### src/hdl/ram_pkg.sv
package ram_pkg;

    // Default geometry of the banked memory
    localparam int DEF_WIDTH     = 32;
    localparam int DEF_DEPTH     = 40;       // Not a multiple of the bank size
    localparam int DEF_BANK_SIZE = 16;
    localparam int DEF_RD_PORTS  = 2;

    localparam logic [31:0] DEF_CLEAR_VALUE = 32'hA5A5_A5A5;   // Fill pattern after reset

    // One write-enable bit covers this many data bits
    localparam int BYTE_BITS = 8;

    // Post-reset clear sequencer
    typedef enum logic {
        CLEAR_RUN,                           // Walking rows, requests ignored
        CLEAR_DONE                           // All rows filled
    } clear_state_t;

endpackage

### src/hdl/ram_clear_seq.sv
`timescale 1ns/100ps

module ram_clear_seq #(
    parameter int BANK_SIZE = ram_pkg::DEF_BANK_SIZE,
    localparam int ROW_W    = $clog2(BANK_SIZE)
)(
    input  logic             clk,
    input  logic             rst,
    output logic             clearing,
    output logic [ROW_W-1:0] clear_row,
    output logic             ready
);
    import ram_pkg::*;

    clear_state_t state;

    always_ff @(posedge clk or posedge rst) begin
        if (rst) begin
            state     <= CLEAR_RUN;
            clear_row <= '0;
            ready     <= 1'b0;
        end else begin
            ready <= (state == CLEAR_DONE);      // One cycle behind the state
            if (state == CLEAR_RUN) begin
                if (clear_row == ROW_W'(BANK_SIZE - 1)) begin
                    state <= CLEAR_DONE;
                end else begin
                    clear_row <= clear_row + 1'b1;
                end
            end
        end
    end

    // All banks share the row, so BANK_SIZE clocks cover every row
    assign clearing = (state == CLEAR_RUN);

endmodule

### src/hdl/bank_decode.sv
`timescale 1ns/100ps

module bank_decode #(
    parameter int WIDTH                 = ram_pkg::DEF_WIDTH,
    parameter int DEPTH                 = ram_pkg::DEF_DEPTH,
    parameter int BANK_SIZE             = ram_pkg::DEF_BANK_SIZE,
    parameter int RD_PORTS              = ram_pkg::DEF_RD_PORTS,
    parameter logic [WIDTH-1:0] CLEAR_VALUE = WIDTH'(ram_pkg::DEF_CLEAR_VALUE),
    localparam int ADDR_W               = $clog2(DEPTH),
    localparam int ROW_W                = $clog2(BANK_SIZE),
    localparam int NUM_BANKS            = (DEPTH + BANK_SIZE - 1) / BANK_SIZE,
    localparam int BANK_W               = $clog2(NUM_BANKS > 1 ? NUM_BANKS : 2),
    localparam int BYTES                = WIDTH / ram_pkg::BYTE_BITS
)(
    input  logic                               ready,
    input  logic                               clearing,
    input  logic [ROW_W-1:0]                   clear_row,
    input  logic                               wr_valid,
    input  logic [ADDR_W-1:0]                  wr_addr,
    input  logic [BYTES-1:0]                   wr_be,
    input  logic [WIDTH-1:0]                   wr_data,
    input  logic [RD_PORTS-1:0]                rd_valid,
    input  logic [RD_PORTS-1:0][ADDR_W-1:0]    rd_addr,
    output logic [NUM_BANKS-1:0][BYTES-1:0]    bank_we,
    output logic [ROW_W-1:0]                   wr_row,
    output logic [WIDTH-1:0]                   wr_word,
    output logic [NUM_BANKS-1:0][RD_PORTS-1:0] bank_rd_en,
    output logic [RD_PORTS-1:0][ROW_W-1:0]     rd_row,
    output logic [RD_PORTS-1:0]                rd_accept,
    output logic [RD_PORTS-1:0][BANK_W-1:0]    rd_bank,
    output logic [RD_PORTS-1:0]                rd_in_range
);
    import ram_pkg::*;

    localparam int REMAIN = DEPTH % BANK_SIZE;

    logic              wr_accept;
    logic [BANK_W-1:0] wr_bank;

    assign wr_bank   = BANK_W'(wr_addr / BANK_SIZE);
    assign wr_accept = wr_valid && ready && (wr_addr < DEPTH);   // Out of range is dropped

    // Clear sequence owns the write port until done
    assign wr_row  = clearing ? clear_row : ROW_W'(wr_addr % BANK_SIZE);
    assign wr_word = clearing ? CLEAR_VALUE : wr_data;

    for (genvar b = 0; b < NUM_BANKS; b++) begin : g_we
        localparam int ROWS = (b == NUM_BANKS - 1 && REMAIN != 0) ? REMAIN : BANK_SIZE;

        // Short bank skips clear rows it does not have
        assign bank_we[b] = clearing ? {BYTES{clear_row < ROWS}}
                          : ((wr_accept && wr_bank == BANK_W'(b)) ? wr_be : '0);
    end

    for (genvar p = 0; p < RD_PORTS; p++) begin : g_rd
        assign rd_accept[p]   = rd_valid[p] && ready;
        assign rd_in_range[p] = rd_addr[p] < DEPTH;
        assign rd_bank[p]     = BANK_W'(rd_addr[p] / BANK_SIZE);
        assign rd_row[p]      = ROW_W'(rd_addr[p] % BANK_SIZE);

        for (genvar b = 0; b < NUM_BANKS; b++) begin : g_en
            assign bank_rd_en[b][p] = rd_accept[p] && rd_in_range[p]
                                   && (rd_bank[p] == BANK_W'(b));
        end
    end

endmodule

### src/hdl/ram_bank.sv
`timescale 1ns/100ps

module ram_bank #(
    parameter int WIDTH    = ram_pkg::DEF_WIDTH,
    parameter int ROWS     = ram_pkg::DEF_BANK_SIZE,
    parameter int RD_PORTS = ram_pkg::DEF_RD_PORTS,
    localparam int RW      = $clog2(ROWS > 1 ? ROWS : 2)
)(
    input  logic                                clk,
    input  logic [WIDTH/ram_pkg::BYTE_BITS-1:0] we,
    input  logic [RW-1:0]                       wr_row,
    input  logic [WIDTH-1:0]                    wr_word,
    input  logic [RD_PORTS-1:0]                 rd_en,
    input  logic [RD_PORTS-1:0][RW-1:0]         rd_row,
    output logic [RD_PORTS-1:0][WIDTH-1:0]      rdata
);
    import ram_pkg::*;

    localparam int BYTES = WIDTH / BYTE_BITS;

    logic [BYTES-1:0][BYTE_BITS-1:0] mem [ROWS];

    // Byte-lane masked write
    always_ff @(posedge clk) begin
        for (int j = 0; j < BYTES; j++) begin
            if (we[j]) begin
                mem[wr_row][j] <= wr_word[j*BYTE_BITS +: BYTE_BITS];
            end
        end
    end

    // Same-edge write is not visible here, so reads return the old word
    always_ff @(posedge clk) begin
        for (int p = 0; p < RD_PORTS; p++) begin
            if (rd_en[p]) begin
                rdata[p] <= mem[rd_row[p]];      // Hold when not addressed
            end
        end
    end

endmodule

### src/hdl/read_select.sv
`timescale 1ns/100ps

module read_select #(
    parameter int WIDTH     = ram_pkg::DEF_WIDTH,
    parameter int DEPTH     = ram_pkg::DEF_DEPTH,
    parameter int BANK_SIZE = ram_pkg::DEF_BANK_SIZE,
    parameter int RD_PORTS  = ram_pkg::DEF_RD_PORTS,
    localparam int NUM_BANKS = (DEPTH + BANK_SIZE - 1) / BANK_SIZE,
    localparam int BANK_W    = $clog2(NUM_BANKS > 1 ? NUM_BANKS : 2)
)(
    input  logic                                          clk,
    input  logic                                          rst,
    input  logic [RD_PORTS-1:0]                           rd_accept,
    input  logic [RD_PORTS-1:0][BANK_W-1:0]               rd_bank,
    input  logic [RD_PORTS-1:0]                           rd_in_range,
    input  logic [NUM_BANKS-1:0][RD_PORTS-1:0][WIDTH-1:0] bank_rdata,
    output logic [RD_PORTS-1:0]                           rd_resp_valid,
    output logic [RD_PORTS-1:0][WIDTH-1:0]                rd_data
);
    logic [RD_PORTS-1:0][BANK_W-1:0] bank_q;
    logic [RD_PORTS-1:0]             range_q;

    always_ff @(posedge clk or posedge rst) begin
        if (rst) begin
            rd_resp_valid <= '0;
        end else begin
            rd_resp_valid <= rd_accept;          // No stall, fixed one cycle
        end
    end

    always_ff @(posedge clk) begin
        for (int p = 0; p < RD_PORTS; p++) begin
            if (rd_accept[p]) begin
                bank_q[p]  <= rd_bank[p];
                range_q[p] <= rd_in_range[p];
            end
        end
    end

    // Banks already hold the registered word, only the mux is left
    always_comb begin
        for (int p = 0; p < RD_PORTS; p++) begin
            rd_data[p] = range_q[p] ? bank_rdata[bank_q[p]][p] : '0;
        end
    end

endmodule

### src/hdl/ram_top.sv
`timescale 1ns/100ps

module ram_top #(
    parameter int WIDTH                 = ram_pkg::DEF_WIDTH,
    parameter int DEPTH                 = ram_pkg::DEF_DEPTH,
    parameter int BANK_SIZE             = ram_pkg::DEF_BANK_SIZE,
    parameter int RD_PORTS              = ram_pkg::DEF_RD_PORTS,
    parameter logic [WIDTH-1:0] CLEAR_VALUE = WIDTH'(ram_pkg::DEF_CLEAR_VALUE),
    localparam int ADDR_W               = $clog2(DEPTH),
    localparam int BYTES                = WIDTH / ram_pkg::BYTE_BITS
)(
    input  logic                             clk,
    input  logic                             rst,
    input  logic                             wr_valid,
    input  logic [ADDR_W-1:0]                wr_addr,
    input  logic [BYTES-1:0]                 wr_be,
    input  logic [WIDTH-1:0]                 wr_data,
    input  logic [RD_PORTS-1:0]              rd_valid,
    input  logic [RD_PORTS-1:0][ADDR_W-1:0]  rd_addr,
    output logic                             ready,
    output logic [RD_PORTS-1:0]              rd_resp_valid,
    output logic [RD_PORTS-1:0][WIDTH-1:0]   rd_data
);
    localparam int ROW_W     = $clog2(BANK_SIZE);
    localparam int NUM_BANKS = (DEPTH + BANK_SIZE - 1) / BANK_SIZE;
    localparam int REMAIN    = DEPTH % BANK_SIZE;
    localparam int BANK_W    = $clog2(NUM_BANKS > 1 ? NUM_BANKS : 2);

    logic                                          clearing;
    logic [ROW_W-1:0]                              clear_row;
    logic [NUM_BANKS-1:0][BYTES-1:0]               bank_we;
    logic [ROW_W-1:0]                              wr_row;
    logic [WIDTH-1:0]                              wr_word;
    logic [NUM_BANKS-1:0][RD_PORTS-1:0]            bank_rd_en;
    logic [RD_PORTS-1:0][ROW_W-1:0]                rd_row;
    logic [RD_PORTS-1:0]                           rd_accept;
    logic [RD_PORTS-1:0][BANK_W-1:0]               rd_bank;
    logic [RD_PORTS-1:0]                           rd_in_range;
    logic [NUM_BANKS-1:0][RD_PORTS-1:0][WIDTH-1:0] bank_rdata;

    ram_clear_seq #(
        .BANK_SIZE (BANK_SIZE)
    ) u_clear_seq (
        .clk       (clk),
        .rst       (rst),
        .clearing  (clearing),
        .clear_row (clear_row),
        .ready     (ready)
    );

    bank_decode #(
        .WIDTH       (WIDTH),
        .DEPTH       (DEPTH),
        .BANK_SIZE   (BANK_SIZE),
        .RD_PORTS    (RD_PORTS),
        .CLEAR_VALUE (CLEAR_VALUE)
    ) u_decode (
        .ready       (ready),
        .clearing    (clearing),
        .clear_row   (clear_row),
        .wr_valid    (wr_valid),
        .wr_addr     (wr_addr),
        .wr_be       (wr_be),
        .wr_data     (wr_data),
        .rd_valid    (rd_valid),
        .rd_addr     (rd_addr),
        .bank_we     (bank_we),
        .wr_row      (wr_row),
        .wr_word     (wr_word),
        .bank_rd_en  (bank_rd_en),
        .rd_row      (rd_row),
        .rd_accept   (rd_accept),
        .rd_bank     (rd_bank),
        .rd_in_range (rd_in_range)
    );

    for (genvar b = 0; b < NUM_BANKS; b++) begin : g_bank
        // Last bank takes the leftover rows
        localparam int ROWS = (b == NUM_BANKS - 1 && REMAIN != 0) ? REMAIN : BANK_SIZE;
        localparam int RW   = $clog2(ROWS > 1 ? ROWS : 2);

        logic [RD_PORTS-1:0][RW-1:0] bank_rd_row;

        for (genvar p = 0; p < RD_PORTS; p++) begin : g_row
            assign bank_rd_row[p] = rd_row[p][RW-1:0];
        end

        ram_bank #(
            .WIDTH    (WIDTH),
            .ROWS     (ROWS),
            .RD_PORTS (RD_PORTS)
        ) u_bank (
            .clk     (clk),
            .we      (bank_we[b]),
            .wr_row  (wr_row[RW-1:0]),
            .wr_word (wr_word),
            .rd_en   (bank_rd_en[b]),
            .rd_row  (bank_rd_row),
            .rdata   (bank_rdata[b])
        );
    end

    read_select #(
        .WIDTH     (WIDTH),
        .DEPTH     (DEPTH),
        .BANK_SIZE (BANK_SIZE),
        .RD_PORTS  (RD_PORTS)
    ) u_select (
        .clk           (clk),
        .rst           (rst),
        .rd_accept     (rd_accept),
        .rd_bank       (rd_bank),
        .rd_in_range   (rd_in_range),
        .bank_rdata    (bank_rdata),
        .rd_resp_valid (rd_resp_valid),
        .rd_data       (rd_data)
    );

endmodule

### config.mk
export PLATFORM = sky130hd
export DESIGN_NAME = ram_top
export DESIGN_NICKNAME = d
export VERILOG_FILES = /design/src/hdl/ram_pkg.sv /design/src/hdl/ram_clear_seq.sv /design/src/hdl/bank_decode.sv /design/src/hdl/ram_bank.sv /design/src/hdl/read_select.sv /design/src/hdl/ram_top.sv
export SDC_FILE = /design/constraint.sdc
export NUM_CORES = 1
export LEC_CHECK = 0
export ABC_CLOCK_PERIOD_IN_PS = 12500
export BUFFER_PORTS_ARGS = -buffer_cell sky130_fd_sc_hd__clkbuf_2
export CAP_MARGIN = 20
export CORE_MARGIN = 10
export CORE_UTILIZATION = 60
export CTS_CLUSTER_DIAMETER = 30
export DETAILED_ROUTE_END_ITERATION = 10
export PLACE_DENSITY = 0.77
export RECOVER_POWER = 25
export SLEW_MARGIN = 10
export SYNTH_ARGS = -nofsm -noshare
export SYNTH_HDL_FRONTEND = slang
export SYNTH_SLANG_ARGS = --single-unit
export TNS_END_PERCENT = 10
### constraint.sdc
create_clock -name clk -period 12.5 [get_ports clk]
set_input_delay 1.25 -clock clk [delete_from_list [all_inputs] [get_ports clk]]
set_output_delay 1.25 -clock clk [all_outputs]
set_load 0.01 [all_outputs]
== Word level (Yosys, flattened, before mapping) ==
Memory sizes are Yosys's and may differ from the RTL's. A register that Yosys moved wholly into a read port is not among the register bits.
Cells that the tools add are included.
Operators by class
  add/subtract/negate cells: 1
  $lt $le $gt $ge: 6
  equality and inequality tests: 7
  multiplexer cells: 40
  bitwise logic cells: 2
  reduce and logical (&&, ||, !) cells: 19
Operator list (number)
  $bmux W64 S2: 2
  $mux W32: 4
  $mux W64: 1
  $mux W4: 7
  $mux W1: 26
  $lt A6 B6 Y1 const B: 3
  $logic_and A1 B1 Y1: 15
  $eq A2 B1 Y1 const B: 3
  $eq A2 B2 Y1 const B: 3
  $logic_not A2 Y1: 3
  $lt A2 B3 Y1 const B: 2
  $add A4 B1 Y4 const B: 1
  $eq A4 B4 Y1 const B: 1
  $lt A4 B4 Y1 const B: 1
  $not A1 Y1: 2
  $reduce_and A2 Y1: 1
Word-level totals
  register bits: 14
  bits in writable memories: 1280
  bits of input ports: 59
  output and inout port bits: 67
  logic and storage cells: 86
  memories: 3
Memory list
  g_bank[0].u_bank.mem: words 16, width 32, rd ports 2, clocked after Yosys merged registers in 2, wr ports 1, RTL line ram_bank.sv:21  | logic [BYTES-1:0][BYTE_BITS-1:0] mem [ROWS];
  g_bank[1].u_bank.mem: words 16, width 32, rd ports 2, clocked after Yosys merged registers in 2, wr ports 1, RTL line ram_bank.sv:21
  g_bank[2].u_bank.mem: words 8, width 32, rd ports 2, clocked after Yosys merged registers in 2, wr ports 1, RTL line ram_bank.sv:21

== Logic depth before layout (Yosys ltp) ==
  depth in word-level cells: 7
  depth in mapped cells: 6
  gate-level depth less buffers: 3

== Hierarchy ==
Synthesis repeated with hierarchy kept, for this count alone.
Second synthesis, totals
  cells, all modules: 3415
  area, all modules: 67730.0 um^2
Modules (own cells, without submodules)
  ram_bank (g_bank[0].u_bank ...): instances 2, cells an instance 1208, area an instance 25253.0 um^2, seq. area each 17296.6 um^2
  ram_bank (g_bank[2].u_bank): instances 1, cells an instance 595, area an instance 13950.9 um^2, seq. area each 9609.2 um^2
  read_select: instances 1, cells an instance 299, area an instance 2418.6 um^2, seq. area each 230.2 um^2
  bank_decode: instances 1, cells an instance 86, area an instance 594.3 um^2, seq. area each 0.0 um^2
  ram_clear_seq: instances 1, cells an instance 19, area an instance 260.2 um^2, seq. area each 150.1 um^2

== Least setup slack after synthesis ==
OpenSTA, ideal clock, no wires.
  path type: in2reg
  from: input port rd_valid[0]
  to: register g_bank[2].u_bank.rdata[0] (netlist name) (read register of g_bank[2].u_bank.mem) (enable)
  library setup time: 512 ps
  arrival time: 4716 ps
  data required time: 11988 ps
  setup slack: 7272 ps
  stages: 2
  path buffers: 0
  cells stage by stage: nand2_1 > nor4b_1
RTL lines
  start: declaration: RTL line ram_top.sv:18  | input logic [RD_PORTS-1:0] rd_valid,
  end: declaration: RTL line ram_bank.sv:15  | output logic [RD_PORTS-1:0][WIDTH-1:0] rdata

==> reports/results.txt <==
maximum clock frequency - 185.2 MHz
commonest non-fill, non-tap cell in the layout - edfxtp_1
first-pass GRT wire length - 288.7 mm
Cells after Synth - 3361
worst-path fanout max - 34
Hold Crit Class - in -> async
die height - 353.1 um
Synth Area in Compound Gates - 3.988%
GP Congestion - 0.8818
async set-reset flop share out of synthesis - 0.5384%
initial antenna violation count - 13
Mapped Nets - 3421
pin count of the biggest net entering global routing - 163
required arrival time at the worst endpoint - 11.25 ns
startpoint types - flip-flop
Final Power - 13.90 mW
CTS root buf - clkbuf_16
Synth Area in XOR/XNOR - 0.01315%
cts hold-fix bufs - 0
largest family of logic cells by synthesized area - multiplexers
Rows - 122
total wire length - 200.5 mm
outcome - finished with violations
Initial Util - 60.33%
H-tree depth - 5
most frequent cells in the layout - edfxtp_1 (1478), mux4_2 (640), clkbuf_16 (291)
setup violators final - 0
Relative slew margins - -126.2%
failing checks - capacitance limit, slew limit
core footprint - 110400 um2
Final HPWL DP - 116.1 mm
TNS Setup - 0 ns
final-layout fill cell count - 6246
crit-path cells - buf_4 > nor2b_4 > buf_4 > nand2_1 > a21boi_0 > clkbuf_2
Peak VDD IR - 0.1356 mV
Buf/Inv on CP - 3
num ports - 126
Final period util - 43.19%
CTS Sinks - 1486
number of flops mapped to enable cells by yosys - 1478
adder-cell share of the synthesized area - 0.01879%
Max stage delay on crit path - 0.89 ns
clk buf depth - 4
Slew Limit Fails - 904
final-stage net count - 3733
Yosys reg bits - 1486
Clock Skew - 0.03985 ns
worst skew pair latency - 0.87 ns
share of cells above drive strength 1 - 38.10%
die area - 124700 um2
CTS tree - done
Via density - 7.392
crit end category - output pin
post-layout min period - 5.398 ns
DRT iter0 DRCs - 6501
Netlist cell types - 35
register area - 44580 um2
simple-gate share of the synthesized area - 3.238%
Worst Path Arrival - 4.15 ns
Cell Pwr Density - 177.0 nW/um2
total CTS buffers - 287
post-synthesis sequential area ratio - 66.96%
Detail Route Antenna Nets - 0
Tot GR Track Use - 31.93%
Non-Filler Instances - 5376
mux cell area share after synthesis - 23.81%
CTS resizes - 0
Worst path slowest cell - a21boi_0
vias in the first global route - 41300
DRC Markers - 0
Mapped Area - 66580 um2
Port Buffers - 125
Worst-Margin Slew - 3.393 ns
Crit path max-delay family - buffers and inverters
GRT Residual Overflow - 0
synthesized area per cell - 19.81 um2
crit-path most repeated cell - buf_4
routed len/inst - 37.30 um
multi-input logic area - 20760 um2
P_leak - 25.73 nW
Final Worst Setup Slack - 7.102 ns
clock transition at the registers of the reported paths - 0.05 ns
Layout area overhead - 17.98%
dpl ws - 7.678 ns
count of final hold-check violations - 0
Post CTS Setup Buffer Count - 0
chip width - 353.1 um
DR pass1 iterations - 7
Yosys Warn Count - 0
Max-Cap Viols - 23
CP Class - reg -> out
DR vias - 39738
Post-synth top flop - edfxtp_1
post-placement cell count - 4856
RSZ-0062 raised after global routing - no
-- cell families after synthesis --
kind of cell	count (synthesis)
compound gates	362
xor+xnor	1
fa+ha+maj	1
buf+inv	255
flops	1486
mux	775
simple gates	481
-- Yosys cell counts (21+ instances only) --
library cell  count  share of area, %
mux2i_1          67               1.0
buf_1            42              0.24
a22oi_1         256               2.9
mux2_2           68               1.2
a21boi_0         62              0.70
nor2_1          163              0.92
buf_2            57              0.43
nand2_1         192               1.1
edfxtp_1       1478                67
buf_4            43              0.48
and2_1           21              0.20
clkbuf_1         90              0.51
or2_2            62              0.58
mux4_2          640                22
-- cell type report --
class,instances,share of cell area [%]
inverters,6,0.02867
diodes,3,0.009557
repair buffers,272,2.338
flip-flops and latches,1486,56.75
multi-input cells,1620,26.43
well taps,1488,2.370
clock buffers,319,9.416
clock inverters,182,2.650
-- flip-flops by register name, summed over array words and instances, names as in the netlist --
register                cells
u_clear_seq.clear_row       4
u_clear_seq.state           1
g_bank.u_bank.mem        1280
u_select.bank_q             4
u_select.range_q            2
u_select.rd_resp_valid      2
g_bank.u_bank.rdata       192
u_clear_seq.ready           1
-- layer usage --
layer / wire (um) / global-route usage (%)
met1: 64840 / 40.38
met2: 95120 / 49.31
met3: 27830 / 9.464
met4: 12670 / 18.63
met5: 57 / 0
-- through the flow --
step	utilization, %	area (um2)	hold slack, ns
2_1_floorplan	-	66580	0.4240
3_3_place_gp	62.31	68770	0.5711
3_5_place_dp	62.52	69000	0.5882
4_1_cts	71.11	78480	0.3501
5_1_grt	71.18	78560	0.3870
6_report	71.18	78560	0.3891
-- power breakdown --
part	switching [mW]	leakage [nW]	internal, mW
Combinational	0.475	7.76	0.297
Sequential	0.0141	13.4	5.54
Clock	2.59	4.56	4.99
Total	3.08	25.7	10.8
-- worst reg2reg max path: stages, from the launching register on --
cell and delay [ns]:
dfrtp_1 0.65, clkbuf_1 1.58, nor3b_1 0.76, o211ai_1 0.65
buf_4 0.42, nor2_1 0.92
-- final timing paths --
path,slack (ns),endpoint,start,cells after the start
setup / recovery,7.10,rd_data[53],u_select.bank_q[2],6
hold / removal,0.39,u_clear_seq.clear_row[0],rst,2
setup reg to reg,7.12,g_bank[1].u_bank.mem[8][23],u_clear_seq.state,5
hold reg to reg,0.65,u_clear_seq.clear_row[3],u_clear_seq.clear_row[3],2
max in group asynchronous,11.76,u_clear_seq.clear_row[1],rst,2
min in group clk,0.65,u_clear_seq.clear_row[3],u_clear_seq.clear_row[3],2
Power figures use the tool's default switching activity.
